### src/hdl/vga_timing_pkg.sv
package vga_timing_pkg;

  // ------------------------------------------------------------
  // 640x480 VGA raster, one position per clock
  // ------------------------------------------------------------

  // Horizontal geometry in pixel clocks
  localparam logic [9:0] h_visible = 10'd640;
  localparam logic [9:0] h_front   = 10'd16;
  localparam logic [9:0] h_sync    = 10'd96;
  localparam logic [9:0] h_back    = 10'd48;
  localparam logic [9:0] h_total   = h_visible + h_front + h_sync + h_back;

  // Vertical geometry in scanlines
  localparam logic [9:0] v_visible = 10'd480;
  localparam logic [9:0] v_front   = 10'd10;
  localparam logic [9:0] v_sync    = 10'd2;
  localparam logic [9:0] v_back    = 10'd33;
  localparam logic [9:0] v_total   = v_visible + v_front + v_sync + v_back;

  typedef logic [9:0] hpos_t;
  typedef logic [9:0] vpos_t;

  // ------------------------------------------------------------
  // Source line, each source pixel is 4x2 VGA pixels
  // ------------------------------------------------------------
  typedef logic [7:0] src_xpos_t;
  typedef logic [8:0] src_ypos_t;

  localparam src_xpos_t src_width        = 8'd160;
  localparam src_ypos_t stall_first_line = 9'd36;
  localparam int        px_shift         = 2;

endpackage

### src/hdl/video_color_pkg.sv
package video_color_pkg;

  // ------------------------------------------------------------
  // Pixel and colour words
  // ------------------------------------------------------------

  // Source pixel, hue in the upper nibble
  typedef struct packed {
    logic [3:0] hue;
    logic [2:0] luma;
  } pixel_t;

  typedef struct packed {
    logic [7:0] r;
    logic [7:0] g;
    logic [7:0] b;
  } rgb24_t;

  // Output levels for the 2-bit-per-channel DAC
  typedef struct packed {
    logic [1:0] r;
    logic [1:0] g;
    logic [1:0] b;
  } rgb2_t;

  // Base colour of each hue at full luma
  localparam rgb24_t hue_table [16] = '{
    24'hffffff, 24'hfcfc68, 24'hece078, 24'hfcbc94,
    24'hfcb4b4, 24'hecb0e0, 24'hd4b0fc, 24'hbcb4fc,
    24'ha4c8fc, 24'ha4e0fc, 24'ha4fcd4, 24'hb8fcb8,
    24'hc8fca4, 24'he0ec9c, 24'hfce08c, 24'hfcd4a8
  };

  // ------------------------------------------------------------
  // Control register map
  // ------------------------------------------------------------
  localparam logic [3:0] reg_ctrl_addr   = 4'h0;
  localparam logic [3:0] reg_status_addr = 4'h4;

  typedef struct packed {
    logic [5:0] reserved;
    logic       video_en;
    logic       dither_en;
  } ctrl_reg_t;

  localparam logic [1:0] axil_resp_okay   = 2'b00;
  localparam logic [1:0] axil_resp_slverr = 2'b10;

endpackage

### src/hdl/vga_pos_if.sv
`timescale 1ns/1ps

// Raster position and syncs, all from the same clock edge
interface vga_pos_if;

  logic [9:0] hpos;
  logic [9:0] vpos;
  logic       display_on;
  logic       hsync;
  logic       vsync;

  // Timing generator side
  modport src (output hpos, vpos, display_on, hsync, vsync);
  // Consumers of the scan position
  modport dst (input hpos, vpos, display_on, hsync, vsync);

endinterface

### src/hdl/vga_timing.sv
`timescale 1ns/1ps

module vga_timing import vga_timing_pkg::*; (
  input  logic      clk,
  input  logic      rst_n,
  vga_pos_if.src    pos
);

  hpos_t h_cnt;
  vpos_t v_cnt;
  hpos_t h_next;
  vpos_t v_next;
  logic  hs_r;
  logic  vs_r;
  logic  de_r;

  // Next position, wrap at the end of line and frame
  always_comb begin
    h_next = (h_cnt == h_total - 10'd1) ? '0 : h_cnt + 10'd1;
    v_next = v_cnt;
    if (h_cnt == h_total - 10'd1) begin
      v_next = (v_cnt == v_total - 10'd1) ? '0 : v_cnt + 10'd1;
    end
  end

  // Syncs decoded from the next position so they line up with the counters
  always_ff @(posedge clk) begin
    if (!rst_n) begin
      h_cnt <= '0;
      v_cnt <= '0;
      hs_r  <= 1'b1;
      vs_r  <= 1'b1;
      de_r  <= 1'b1;
    end else begin
      h_cnt <= h_next;
      v_cnt <= v_next;
      // Both syncs active low
      hs_r  <= !(h_next >= h_visible + h_front && h_next < h_total - h_back);
      vs_r  <= !(v_next >= v_visible + v_front && v_next < v_total - v_back);
      de_r  <= (h_next < h_visible) && (v_next < v_visible);
    end
  end

  assign pos.hpos       = h_cnt;
  assign pos.vpos       = v_cnt;
  assign pos.hsync      = hs_r;
  assign pos.vsync      = vs_r;
  assign pos.display_on = de_r;

endmodule

### src/hdl/scan_line_buffer.sv
`timescale 1ns/1ps

module scan_line_buffer import vga_timing_pkg::*, video_color_pkg::*; (
  input  logic      clk,
  input  logic      rst_n,
  input  src_xpos_t src_xpos,
  input  src_ypos_t src_ypos,
  input  pixel_t    src_pixel,
  input  logic      src_valid,
  vga_pos_if.dst    pos,
  output pixel_t    rd_pixel,
  output logic      src_stall
);

  // One source line
  pixel_t line_mem [src_width];
  hpos_t  rd_col;
  logic   src_write;

  assign src_write = src_valid && (src_xpos < src_width);

  // Four VGA columns per source pixel
  assign rd_col = pos.hpos >> px_shift;

  always_ff @(posedge clk) begin
    if (src_write) begin
      line_mem[src_xpos] <= src_pixel;
    end
  end

  // Registered read, black past the end of the source line
  always_ff @(posedge clk) begin
    if (!rst_n) begin
      rd_pixel <= '0;
    end else if (rd_col < hpos_t'(src_width)) begin
      rd_pixel <= line_mem[rd_col[7:0]];
    end else begin
      rd_pixel <= '0;
    end
  end

  // Hold the source while it is more than a line pair ahead of the scan
  assign src_stall = (src_ypos > stall_first_line) && (pos.vpos < {src_ypos, 1'b0});

endmodule

### src/hdl/ntsc_palette.sv
`timescale 1ns/1ps

module ntsc_palette import video_color_pkg::*; (
  input  pixel_t pixel,
  output rgb24_t color
);

  rgb24_t     base;
  logic [3:0] gain;

  // Scale one channel by gain/8
  function automatic logic [7:0] scale_chan(input logic [7:0] c, input logic [3:0] m);
    logic [11:0] prod;
    prod = c * m;
    return prod[10:3];
  endfunction

  // ------------------------------------------------------------
  // Hue picks the base colour, luma sets the brightness
  // ------------------------------------------------------------
  assign base = hue_table[pixel.hue];

  // Luma 0..7 maps to 1/8..8/8 of the base
  assign gain = {1'b0, pixel.luma} + 4'd1;

  // Full luma returns the table entry itself
  assign color.r = scale_chan(base.r, gain);
  assign color.g = scale_chan(base.g, gain);
  assign color.b = scale_chan(base.b, gain);

endmodule

### src/hdl/pwm_dither.sv
`timescale 1ns/1ps

module pwm_dither import vga_timing_pkg::*, video_color_pkg::*; (
  input  logic       clk,
  input  logic       rst_n,
  vga_pos_if.dst     pos,
  input  rgb24_t     color,
  input  logic       src_vsync,
  input  logic       src_vblank,
  input  logic       dither_en,
  input  logic       video_en,
  output logic [2:0] phase,
  output logic       hsync,
  output logic       vsync,
  output rgb2_t      rgb
);

  logic             vsync_last;
  logic [px_shift-1:0] h_lo_d1;
  logic             h0_d1;
  logic             v0_d1;
  logic             de_d1;
  logic             hs_d1;
  logic             vs_d1;
  logic             restart;
  logic             row_sel;
  logic [7:0]       chan [3];
  logic [9:0]       tri3 [3];
  logic [9:0]       odd_next [3];
  logic [9:0]       even_next [3];
  logic [9:0]       acc_odd [3];
  logic [9:0]       acc_even [3];
  logic [1:0]       lvl [3];

  // Horizontal error carry, dropped at each pixel onset
  function automatic logic [9:0] carry(input logic [9:0] acc, input logic clr);
    return clr ? 10'd0 : ((acc & 10'h0ff) >> 1);
  endfunction

  assign chan[0] = color.r;
  assign chan[1] = color.g;
  assign chan[2] = color.b;

  // Phase bits 2:1 pick the pixel onset column, bit 0 the onset row
  assign restart = h0_d1 || (h_lo_d1 == phase[2:1]);
  assign row_sel = (v0_d1 == phase[0]);

  always_comb begin
    for (int i = 0; i < 3; i++) begin
      tri3[i]      = {2'b00, chan[i]} * 10'd3;
      odd_next[i]  = carry(acc_odd[i], restart) + tri3[i];
      // Second row also takes the low byte of the first as vertical carry
      even_next[i] = carry(acc_even[i], restart) + tri3[i] + (odd_next[i] & 10'h0ff);
      if (!dither_en) lvl[i] = chan[i][7:6];
      else lvl[i] = row_sel ? odd_next[i][9:8] : even_next[i][9:8];
    end
  end

  // ------------------------------------------------------------
  // Frame phase, position delay, accumulators and output register
  // ------------------------------------------------------------
  always_ff @(posedge clk) begin
    if (!rst_n) begin
      vsync_last <= 1'b0;
      phase      <= '0;
      {h_lo_d1, h0_d1, v0_d1, de_d1} <= '0;
      {hs_d1, vs_d1, hsync, vsync}   <= '1;
      rgb        <= '0;
      for (int i = 0; i < 3; i++) begin
        acc_odd[i]  <= '0;
        acc_even[i] <= '0;
      end
    end else begin
      vsync_last <= src_vsync;
      // Column phase steps 0,1,3,2 while the row phase toggles
      if (src_vsync && !vsync_last) begin
        phase <= {phase[1], !phase[2], !phase[0]};
      end
      // Align the position with the registered line buffer read
      h_lo_d1 <= pos.hpos[px_shift-1:0];
      h0_d1   <= (pos.hpos == '0);
      v0_d1   <= pos.vpos[0];
      de_d1   <= pos.display_on;
      hs_d1   <= pos.hsync;
      vs_d1   <= pos.vsync;
      hsync   <= hs_d1;
      vsync   <= vs_d1;
      for (int i = 0; i < 3; i++) begin
        acc_odd[i]  <= odd_next[i];
        acc_even[i] <= even_next[i];
      end
      if (de_d1 && !src_vblank && video_en) rgb <= {lvl[0], lvl[1], lvl[2]};
      else rgb <= '0;
    end
  end

endmodule

### src/hdl/video_ctrl_regs.sv
`timescale 1ns/1ps

module video_ctrl_regs import video_color_pkg::*; (
  input  logic        clk,
  input  logic        rst_n,
  input  logic [3:0]  awaddr,
  input  logic        awvalid,
  output logic        awready,
  input  logic [31:0] wdata,
  input  logic [3:0]  wstrb,
  input  logic        wvalid,
  output logic        wready,
  output logic [1:0]  bresp,
  output logic        bvalid,
  input  logic        bready,
  input  logic [3:0]  araddr,
  input  logic        arvalid,
  output logic        arready,
  output logic [31:0] rdata,
  output logic [1:0]  rresp,
  output logic        rvalid,
  input  logic        rready,
  input  logic [2:0]  phase,
  output logic        dither_en,
  output logic        video_en
);

  ctrl_reg_t ctrl;
  logic      wr_accept;
  logic      rd_accept;

  // Ready is a one-cycle pulse, so acceptance is ready with valid
  assign wr_accept = awready && awvalid && wvalid;
  assign rd_accept = arready && arvalid;

  // ------------------------------------------------------------
  // Write channel, address and data taken together
  // ------------------------------------------------------------
  always_ff @(posedge clk) begin
    if (!rst_n) begin
      awready <= 1'b0;
      wready  <= 1'b0;
      bvalid  <= 1'b0;
      bresp   <= axil_resp_okay;
      ctrl    <= 8'h03;
    end else begin
      // No new write while a response is still held
      awready <= !awready && awvalid && wvalid && !bvalid;
      wready  <= !awready && awvalid && wvalid && !bvalid;
      if (wr_accept) begin
        bvalid <= 1'b1;
        bresp  <= axil_resp_okay;
        if (awaddr == reg_ctrl_addr && wstrb[0]) ctrl <= wdata[7:0];
        else if (awaddr != reg_ctrl_addr && awaddr != reg_status_addr) bresp <= axil_resp_slverr;
      end else if (bready) begin
        bvalid <= 1'b0;
      end
    end
  end

  // Read channel
  always_ff @(posedge clk) begin
    if (!rst_n) begin
      arready <= 1'b0;
      rvalid  <= 1'b0;
      rdata   <= '0;
      rresp   <= axil_resp_okay;
    end else begin
      arready <= !arready && arvalid && !rvalid;
      if (rd_accept) begin
        rvalid <= 1'b1;
        rresp  <= axil_resp_okay;
        rdata  <= '0;
        if (araddr == reg_ctrl_addr) rdata <= {24'd0, ctrl};
        else if (araddr == reg_status_addr) rdata <= {29'd0, phase};
        else rresp <= axil_resp_slverr;
      end else if (rready) begin
        rvalid <= 1'b0;
      end
    end
  end

  assign dither_en = ctrl.dither_en;
  assign video_en  = ctrl.video_en;

endmodule

### src/hdl/atari_vga_bridge.sv
`timescale 1ns/1ps

module atari_vga_bridge import vga_timing_pkg::*, video_color_pkg::*; (
  input  logic        clk,
  input  logic        rst_n,
  // Source video
  input  src_xpos_t   src_xpos,
  input  src_ypos_t   src_ypos,
  input  pixel_t      src_pixel,
  input  logic        src_valid,
  input  logic        src_vblank,
  input  logic        src_vsync,
  output logic        src_stall,
  // VGA
  output logic        vga_hsync,
  output logic        vga_vsync,
  output logic [1:0]  vga_r,
  output logic [1:0]  vga_g,
  output logic [1:0]  vga_b,
  // AXI4-Lite control
  input  logic [3:0]  awaddr,
  input  logic        awvalid,
  output logic        awready,
  input  logic [31:0] wdata,
  input  logic [3:0]  wstrb,
  input  logic        wvalid,
  output logic        wready,
  output logic [1:0]  bresp,
  output logic        bvalid,
  input  logic        bready,
  input  logic [3:0]  araddr,
  input  logic        arvalid,
  output logic        arready,
  output logic [31:0] rdata,
  output logic [1:0]  rresp,
  output logic        rvalid,
  input  logic        rready
);

  pixel_t     rd_pixel;
  rgb24_t     color;
  rgb2_t      vid_rgb;
  logic [2:0] phase;
  logic       dither_en;
  logic       video_en;

  // ------------------------------------------------------------
  // Scan position shared by the line buffer and the dither stage
  // ------------------------------------------------------------
  vga_pos_if vga_pos ();

  vga_timing u_timing (.clk(clk), .rst_n(rst_n), .pos(vga_pos.src));

  scan_line_buffer u_line (
    .clk(clk), .rst_n(rst_n), .src_xpos(src_xpos), .src_ypos(src_ypos),
    .src_pixel(src_pixel), .src_valid(src_valid), .pos(vga_pos.dst),
    .rd_pixel(rd_pixel), .src_stall(src_stall)
  );

  ntsc_palette u_palette (.pixel(rd_pixel), .color(color));

  // Output register stage, syncs delayed to match
  pwm_dither u_dither (
    .clk(clk), .rst_n(rst_n), .pos(vga_pos.dst), .color(color),
    .src_vsync(src_vsync), .src_vblank(src_vblank), .dither_en(dither_en),
    .video_en(video_en), .phase(phase), .hsync(vga_hsync), .vsync(vga_vsync),
    .rgb(vid_rgb)
  );

  video_ctrl_regs u_regs (
    .clk(clk), .rst_n(rst_n),
    .awaddr(awaddr), .awvalid(awvalid), .awready(awready),
    .wdata(wdata), .wstrb(wstrb), .wvalid(wvalid), .wready(wready),
    .bresp(bresp), .bvalid(bvalid), .bready(bready),
    .araddr(araddr), .arvalid(arvalid), .arready(arready),
    .rdata(rdata), .rresp(rresp), .rvalid(rvalid), .rready(rready),
    .phase(phase), .dither_en(dither_en), .video_en(video_en)
  );

  assign vga_r = vid_rgb.r;
  assign vga_g = vid_rgb.g;
  assign vga_b = vid_rgb.b;

endmodule

### config.mk
export PLATFORM = sky130hd
export DESIGN_NAME = atari_vga_bridge
export DESIGN_NICKNAME = d
export VERILOG_FILES = /design/src/hdl/vga_timing_pkg.sv /design/src/hdl/video_color_pkg.sv /design/src/hdl/vga_pos_if.sv /design/src/hdl/vga_timing.sv /design/src/hdl/scan_line_buffer.sv /design/src/hdl/ntsc_palette.sv /design/src/hdl/pwm_dither.sv /design/src/hdl/video_ctrl_regs.sv /design/src/hdl/atari_vga_bridge.sv
export SDC_FILE = /design/constraint.sdc
export NUM_CORES = 1
export LEC_CHECK = 0
export ABC_CLOCK_PERIOD_IN_PS = 10200
export BUFFER_PORTS_ARGS = -buffer_cell sky130_fd_sc_hd__buf_2
export CAP_MARGIN = 20
export CORE_MARGIN = 1
export CORE_UTILIZATION = 43
export DETAILED_ROUTE_END_ITERATION = 10
export PLACE_DENSITY_LB_ADDON = 0.15
export SYNTH_ARGS = -nofsm -noshare
export SYNTH_HDL_FRONTEND = slang
export SYNTH_SLANG_ARGS = --single-unit
### constraint.sdc
create_clock -name clk -period 10.2 [get_ports clk]
set_input_delay 2.55 -clock clk [delete_from_list [all_inputs] [get_ports clk]]
set_output_delay 2.55 -clock clk [all_outputs]
set_load 0.02 [all_outputs]
==> run summary <==
For the TritonCTS sink count, the log shows 1,233. The logs give 0.1278 mm2 for the floorplan die area and 2.047 ns for the pre-CTS worst setup slack. The starting density of the core is 43.33%, and the worst-path maximum fanout is 13.

After synthesis the netlist holds a flip-flop and latch count of 1,233. Global routing used 20.61% of the available tracks. The number of global-route vias before repair is 29,760.

The most common cell in the netlist was sky130_fd_sc_hd__edfxtp_1. Yosys mapped a number of flops with a built-in enable equal to 1,120. The classification of the worst setup path is reg -> reg. The relative contribution of combinational cells to total power was 32.5%; the worst slew margin relative to its limit was 19.19%. At the end of routability-driven placement, the weighted congestion stood at 0.8103. Cell internal power was estimated by the tool at 10.59 mW.

The number of cells on the worst reg-to-reg path was 28; the number of DRC markers in iteration 0 was 2,299. The part of the power in the clock network is 30.4%. Summed over its instances, the top area cell type makes up 61.89% of the synthesized netlist area.

The logs give 8.77 ns for the arrival time at the worst endpoint and 104 for the pin count of the biggest net entering global routing. For the final routed database, the setup TNS stands at 0 ns. After clock tree synthesis, the flow added hold-fix buffers numbering 0. In this run the power density over the cells is 252.2 mW/mm2. The number of setup violations in the final report is 0. Setup repair after global routing left no endpoint under its margin. The initialized floorplan defines 130 standard-cell rows. The worst hold path cell count is 1. In the post-route analysis, the smallest setup slack over all paths is 2.065 ns.

After the last flow step, the layout net total stands at 3,840. Post-layout minimum cycle time: 8.135 ns. Ratio of cells with drive above 1 in the final layout: 15.73%.

By area the synthesized netlist is led by sky130_fd_sc_hd__edfxtp_1 62%, sky130_fd_sc_hd__mux4_2 7.7%, sky130_fd_sc_hd__dfxtp_1 4.2%. The analysis attributes to net switching a power of 4.695 mW. The worst setup path is captured at a flip-flop. The tools report the placed standard-cell area as 0.05643 mm2. Largest stage delay on the critical path: 0.64 ns. For this block, the routed nets add up to 130,900 um of wire. The detailed-route vias per instance was 5.570; the number of antenna violations at the first check in global routing was 6.

The biggest area consumer among synthesized cells is sky130_fd_sc_hd__edfxtp_1. In the finished design, the share of the clock period the worst path needs comes to 79.75%. The estimated wirelength of the detail-placed design was 78,600 um; the max-cap violation count was 0. After synthesis, flip-flops and latches occupy 66.05% of the total area. The required time of the worst setup path was 10.83 ns; the number of setup buffers added after CTS was 0. TritonCTS built the clock tree. The run gives 3 as the number of buffers on the longest clock path. For the final clock skew, the log shows 0.01874 ns.

For the pin with the worst max-slew slack, the measured transition is 1.209 ns. Measured along the x axis, the die boundary spans 357.5 um. The cell area after synthesis was 0.05434 mm2. Among all stages on the critical path, the largest delay is contributed by sky130_fd_sc_hd__dfxtp_1. At the end of the flow the core is filled with cells to 48.32%.

In this run the number of H-tree levels came out at 4. The worst min-delay path class was reg -> reg. Number of gates given a new drive strength after cts: 0. The reg-to-reg critical path endpoint was u_dither.rgb[3]. During synthesis, Yosys emitted a total of 0 warnings. Pin placement for this block handled 128 I/O pins. The die is 357.5 um tall. The count of buffers added on input and output ports is 74. For the highest achievable clock rate, the log shows 0.1229 GHz. The first global-routing pass estimated 193,500 um of wire.

The critical register-to-register path startpoint is u_line.rd_pixel[0]. Summed over all layers, the global routing overflow is 0. Of the total power, the share spent switching nets is 30.72%. The total vias in the final route came out at 29,660. After clock tree synthesis, the clock-pin slew on the worst setup and hold paths is 0.06 ns. The number of buffers created by CTS is 133. The tools report the count of endpoints failing hold in the final timing report as 0. The worst setup path is launched from a flip-flop.

The fraction of registers with async set or reset after synthesis is 0%. The worst register-to-register path has a setup slack of 2.07 ns. The logs give 0 for the max-slew violation total from the final report and 0.75 ns for the latest clock arrival within the worst-skew pair.

The tools report the clock root buffer master as sky130_fd_sc_hd__clkbuf_16. The hold path endpoint is u_dither.hs_d1. The run gives 0.06060 mm2 as the cell area after layout. Sequential cells burn 37.1% of the power. The number of inserted diodes was 0. VDD sags by at most 254.0 uV. Synthesis handed over a netlist of 3,495 instances.

The floorplan core area came out at 0.1254 mm2. Relative to the synthesized area, the layout overhead comes to 11.51%. The run finished with clean final reports.

Fill cells in the final layout number 10,760. In the final routed layout, each cell accounts on average for 24.60 um. The commonest cells after synthesis are 1,120 x sky130_fd_sc_hd__edfxtp_1, 304 x sky130_fd_sc_hd__nor2_1, 196 x sky130_fd_sc_hd__mux2i_1, 185 x sky130_fd_sc_hd__mux4_2, 176 x sky130_fd_sc_hd__a21oi_1. Worst hold path startpoint: u_timing.pos.hsync. In this run the static leakage power is 19.82 nW. For the number of nets with antenna violations after routing, the log shows 0.

The first-pass iteration count of the detailed router is 4, and the mean cell area of the mapped netlist is 15.55 um2. For this run, design rule violations remaining after detail routing come to 0. The primary flip-flop cell chosen by synthesis mapping was sky130_fd_sc_hd__edfxtp_1. The count of cell types in the netlist was 83.
worst max path at each step:
stage                       startpoint               to  slack [ns]  cells past startpoint
CTS                 u_line.rd_pixel[0]  u_dither.rgb[3]        2.03                     28
global route        u_line.rd_pixel[0]  u_dither.rgb[3]        1.48                     28
global placement    u_line.rd_pixel[0]  u_dither.rgb[3]        2.04                     28
floorplan           u_line.rd_pixel[5]  u_dither.rgb[3]        2.97                     31
detailed placement  u_line.rd_pixel[0]  u_dither.rgb[3]        2.05                     28
finish              u_line.rd_pixel[0]  u_dither.rgb[3]        2.07                     28
area by class of cell:
| type | instances | area [um2] | share of cell area [%] |
|---|---|---|---|
| well taps | 1650 | 2064 | 3.407 |
| flip-flops and latches | 1233 | 35910 | 59.26 |
| clock buffers | 167 | 3551 | 5.860 |
| repair buffers | 119 | 802.0 | 1.324 |
| inverters | 130 | 488.0 | 0.8053 |
| clock inverters | 66 | 614.3 | 1.014 |
| multi-input cells | 1959 | 17170 | 28.33 |
routing by layer:
metal / part of all wire [%] / vias up / track usage, %
met2: 49 / 759 / 34.09
met1: 44 / 15170 / 27.99
met4: 2.7 / 4 / 6.436
li1: - / 13520 / -
met5: 0.018 / - / 0
met3: 4.8 / 205 / 3.237
worst max-delay path: cells and delay by family (launching register included):
family          cells  cell delay (ns)
flops               1             0.64
xor+xnor            3             0.69
simple gates        4             0.85
compound gates     10             1.93
fa+ha+maj           8             3.39
buf+inv             3             0.51
flip-flops by register name, indices dropped and copies added (netlist names), 2 cells and up:
name	flops
u_dither.phase	3
u_dither.rgb	6
u_line.line_mem	1120
u_regs.rdata	8
u_dither.acc_odd	21
u_dither.acc_even	21
u_timing.pos.hpos	10
u_timing.pos.vpos	10
u_dither.h_lo_d1	2
u_line.rd_pixel	7
u_regs.ctrl	6
cell usage in the layout, fill, tap and decap left out, drive strengths merged, types with 113 or more instances in the layout:
master | Yosys | routed
inv | 130 | 138
a21oi | 177 | 177
mux2i | 196 | 196
nor2 | 304 | 304
dfxtp | 113 | 113
clkbuf | 104 | 167
ha | 123 | 123
o21ai | 117 | 117
edfxtp | 1120 | 1120
mux4 | 185 | 185
buf | 94 | 119
cell families after synthesis:
logic type | Yosys count | share of synthesized area, %
simple gates | 693 | 6.131
compound gates | 528 | 6.122
buf+inv | 328 | 2.570
other cells | 1 | 0.006901
fa+ha+maj | 187 | 5.174
mux | 437 | 12.44
flops | 1233 | 66.05
xor+xnor | 88 | 1.506
power by group through the flow:
stage	clock network [mW]	registers, mW	logic [mW]
CTS	4.74	5.67	5.05
finish	4.65	5.67	4.96
floorplan	0	5.77	4.00
detailed placement	0	5.78	4.99
global placement	0	5.78	4.96
global route	4.92	5.68	5.70
per-stage QoR:
| step | cells | hold WS, ns | power (mW) |
|---|---|---|---|
| after floorplan | 3520 | 0.3863 | 9.772 |
| after global placement | 5091 | 0.3965 | 10.73 |
| after detailed placement | 5091 | 0.3969 | 10.76 |
| after CTS | 5324 | 0.4151 | 15.45 |
| after global routing | 5324 | 0.4337 | 16.30 |
| final | 5324 | 0.4121 | 15.28 |
No activity file was read; power rests on OpenSTA's default activity.
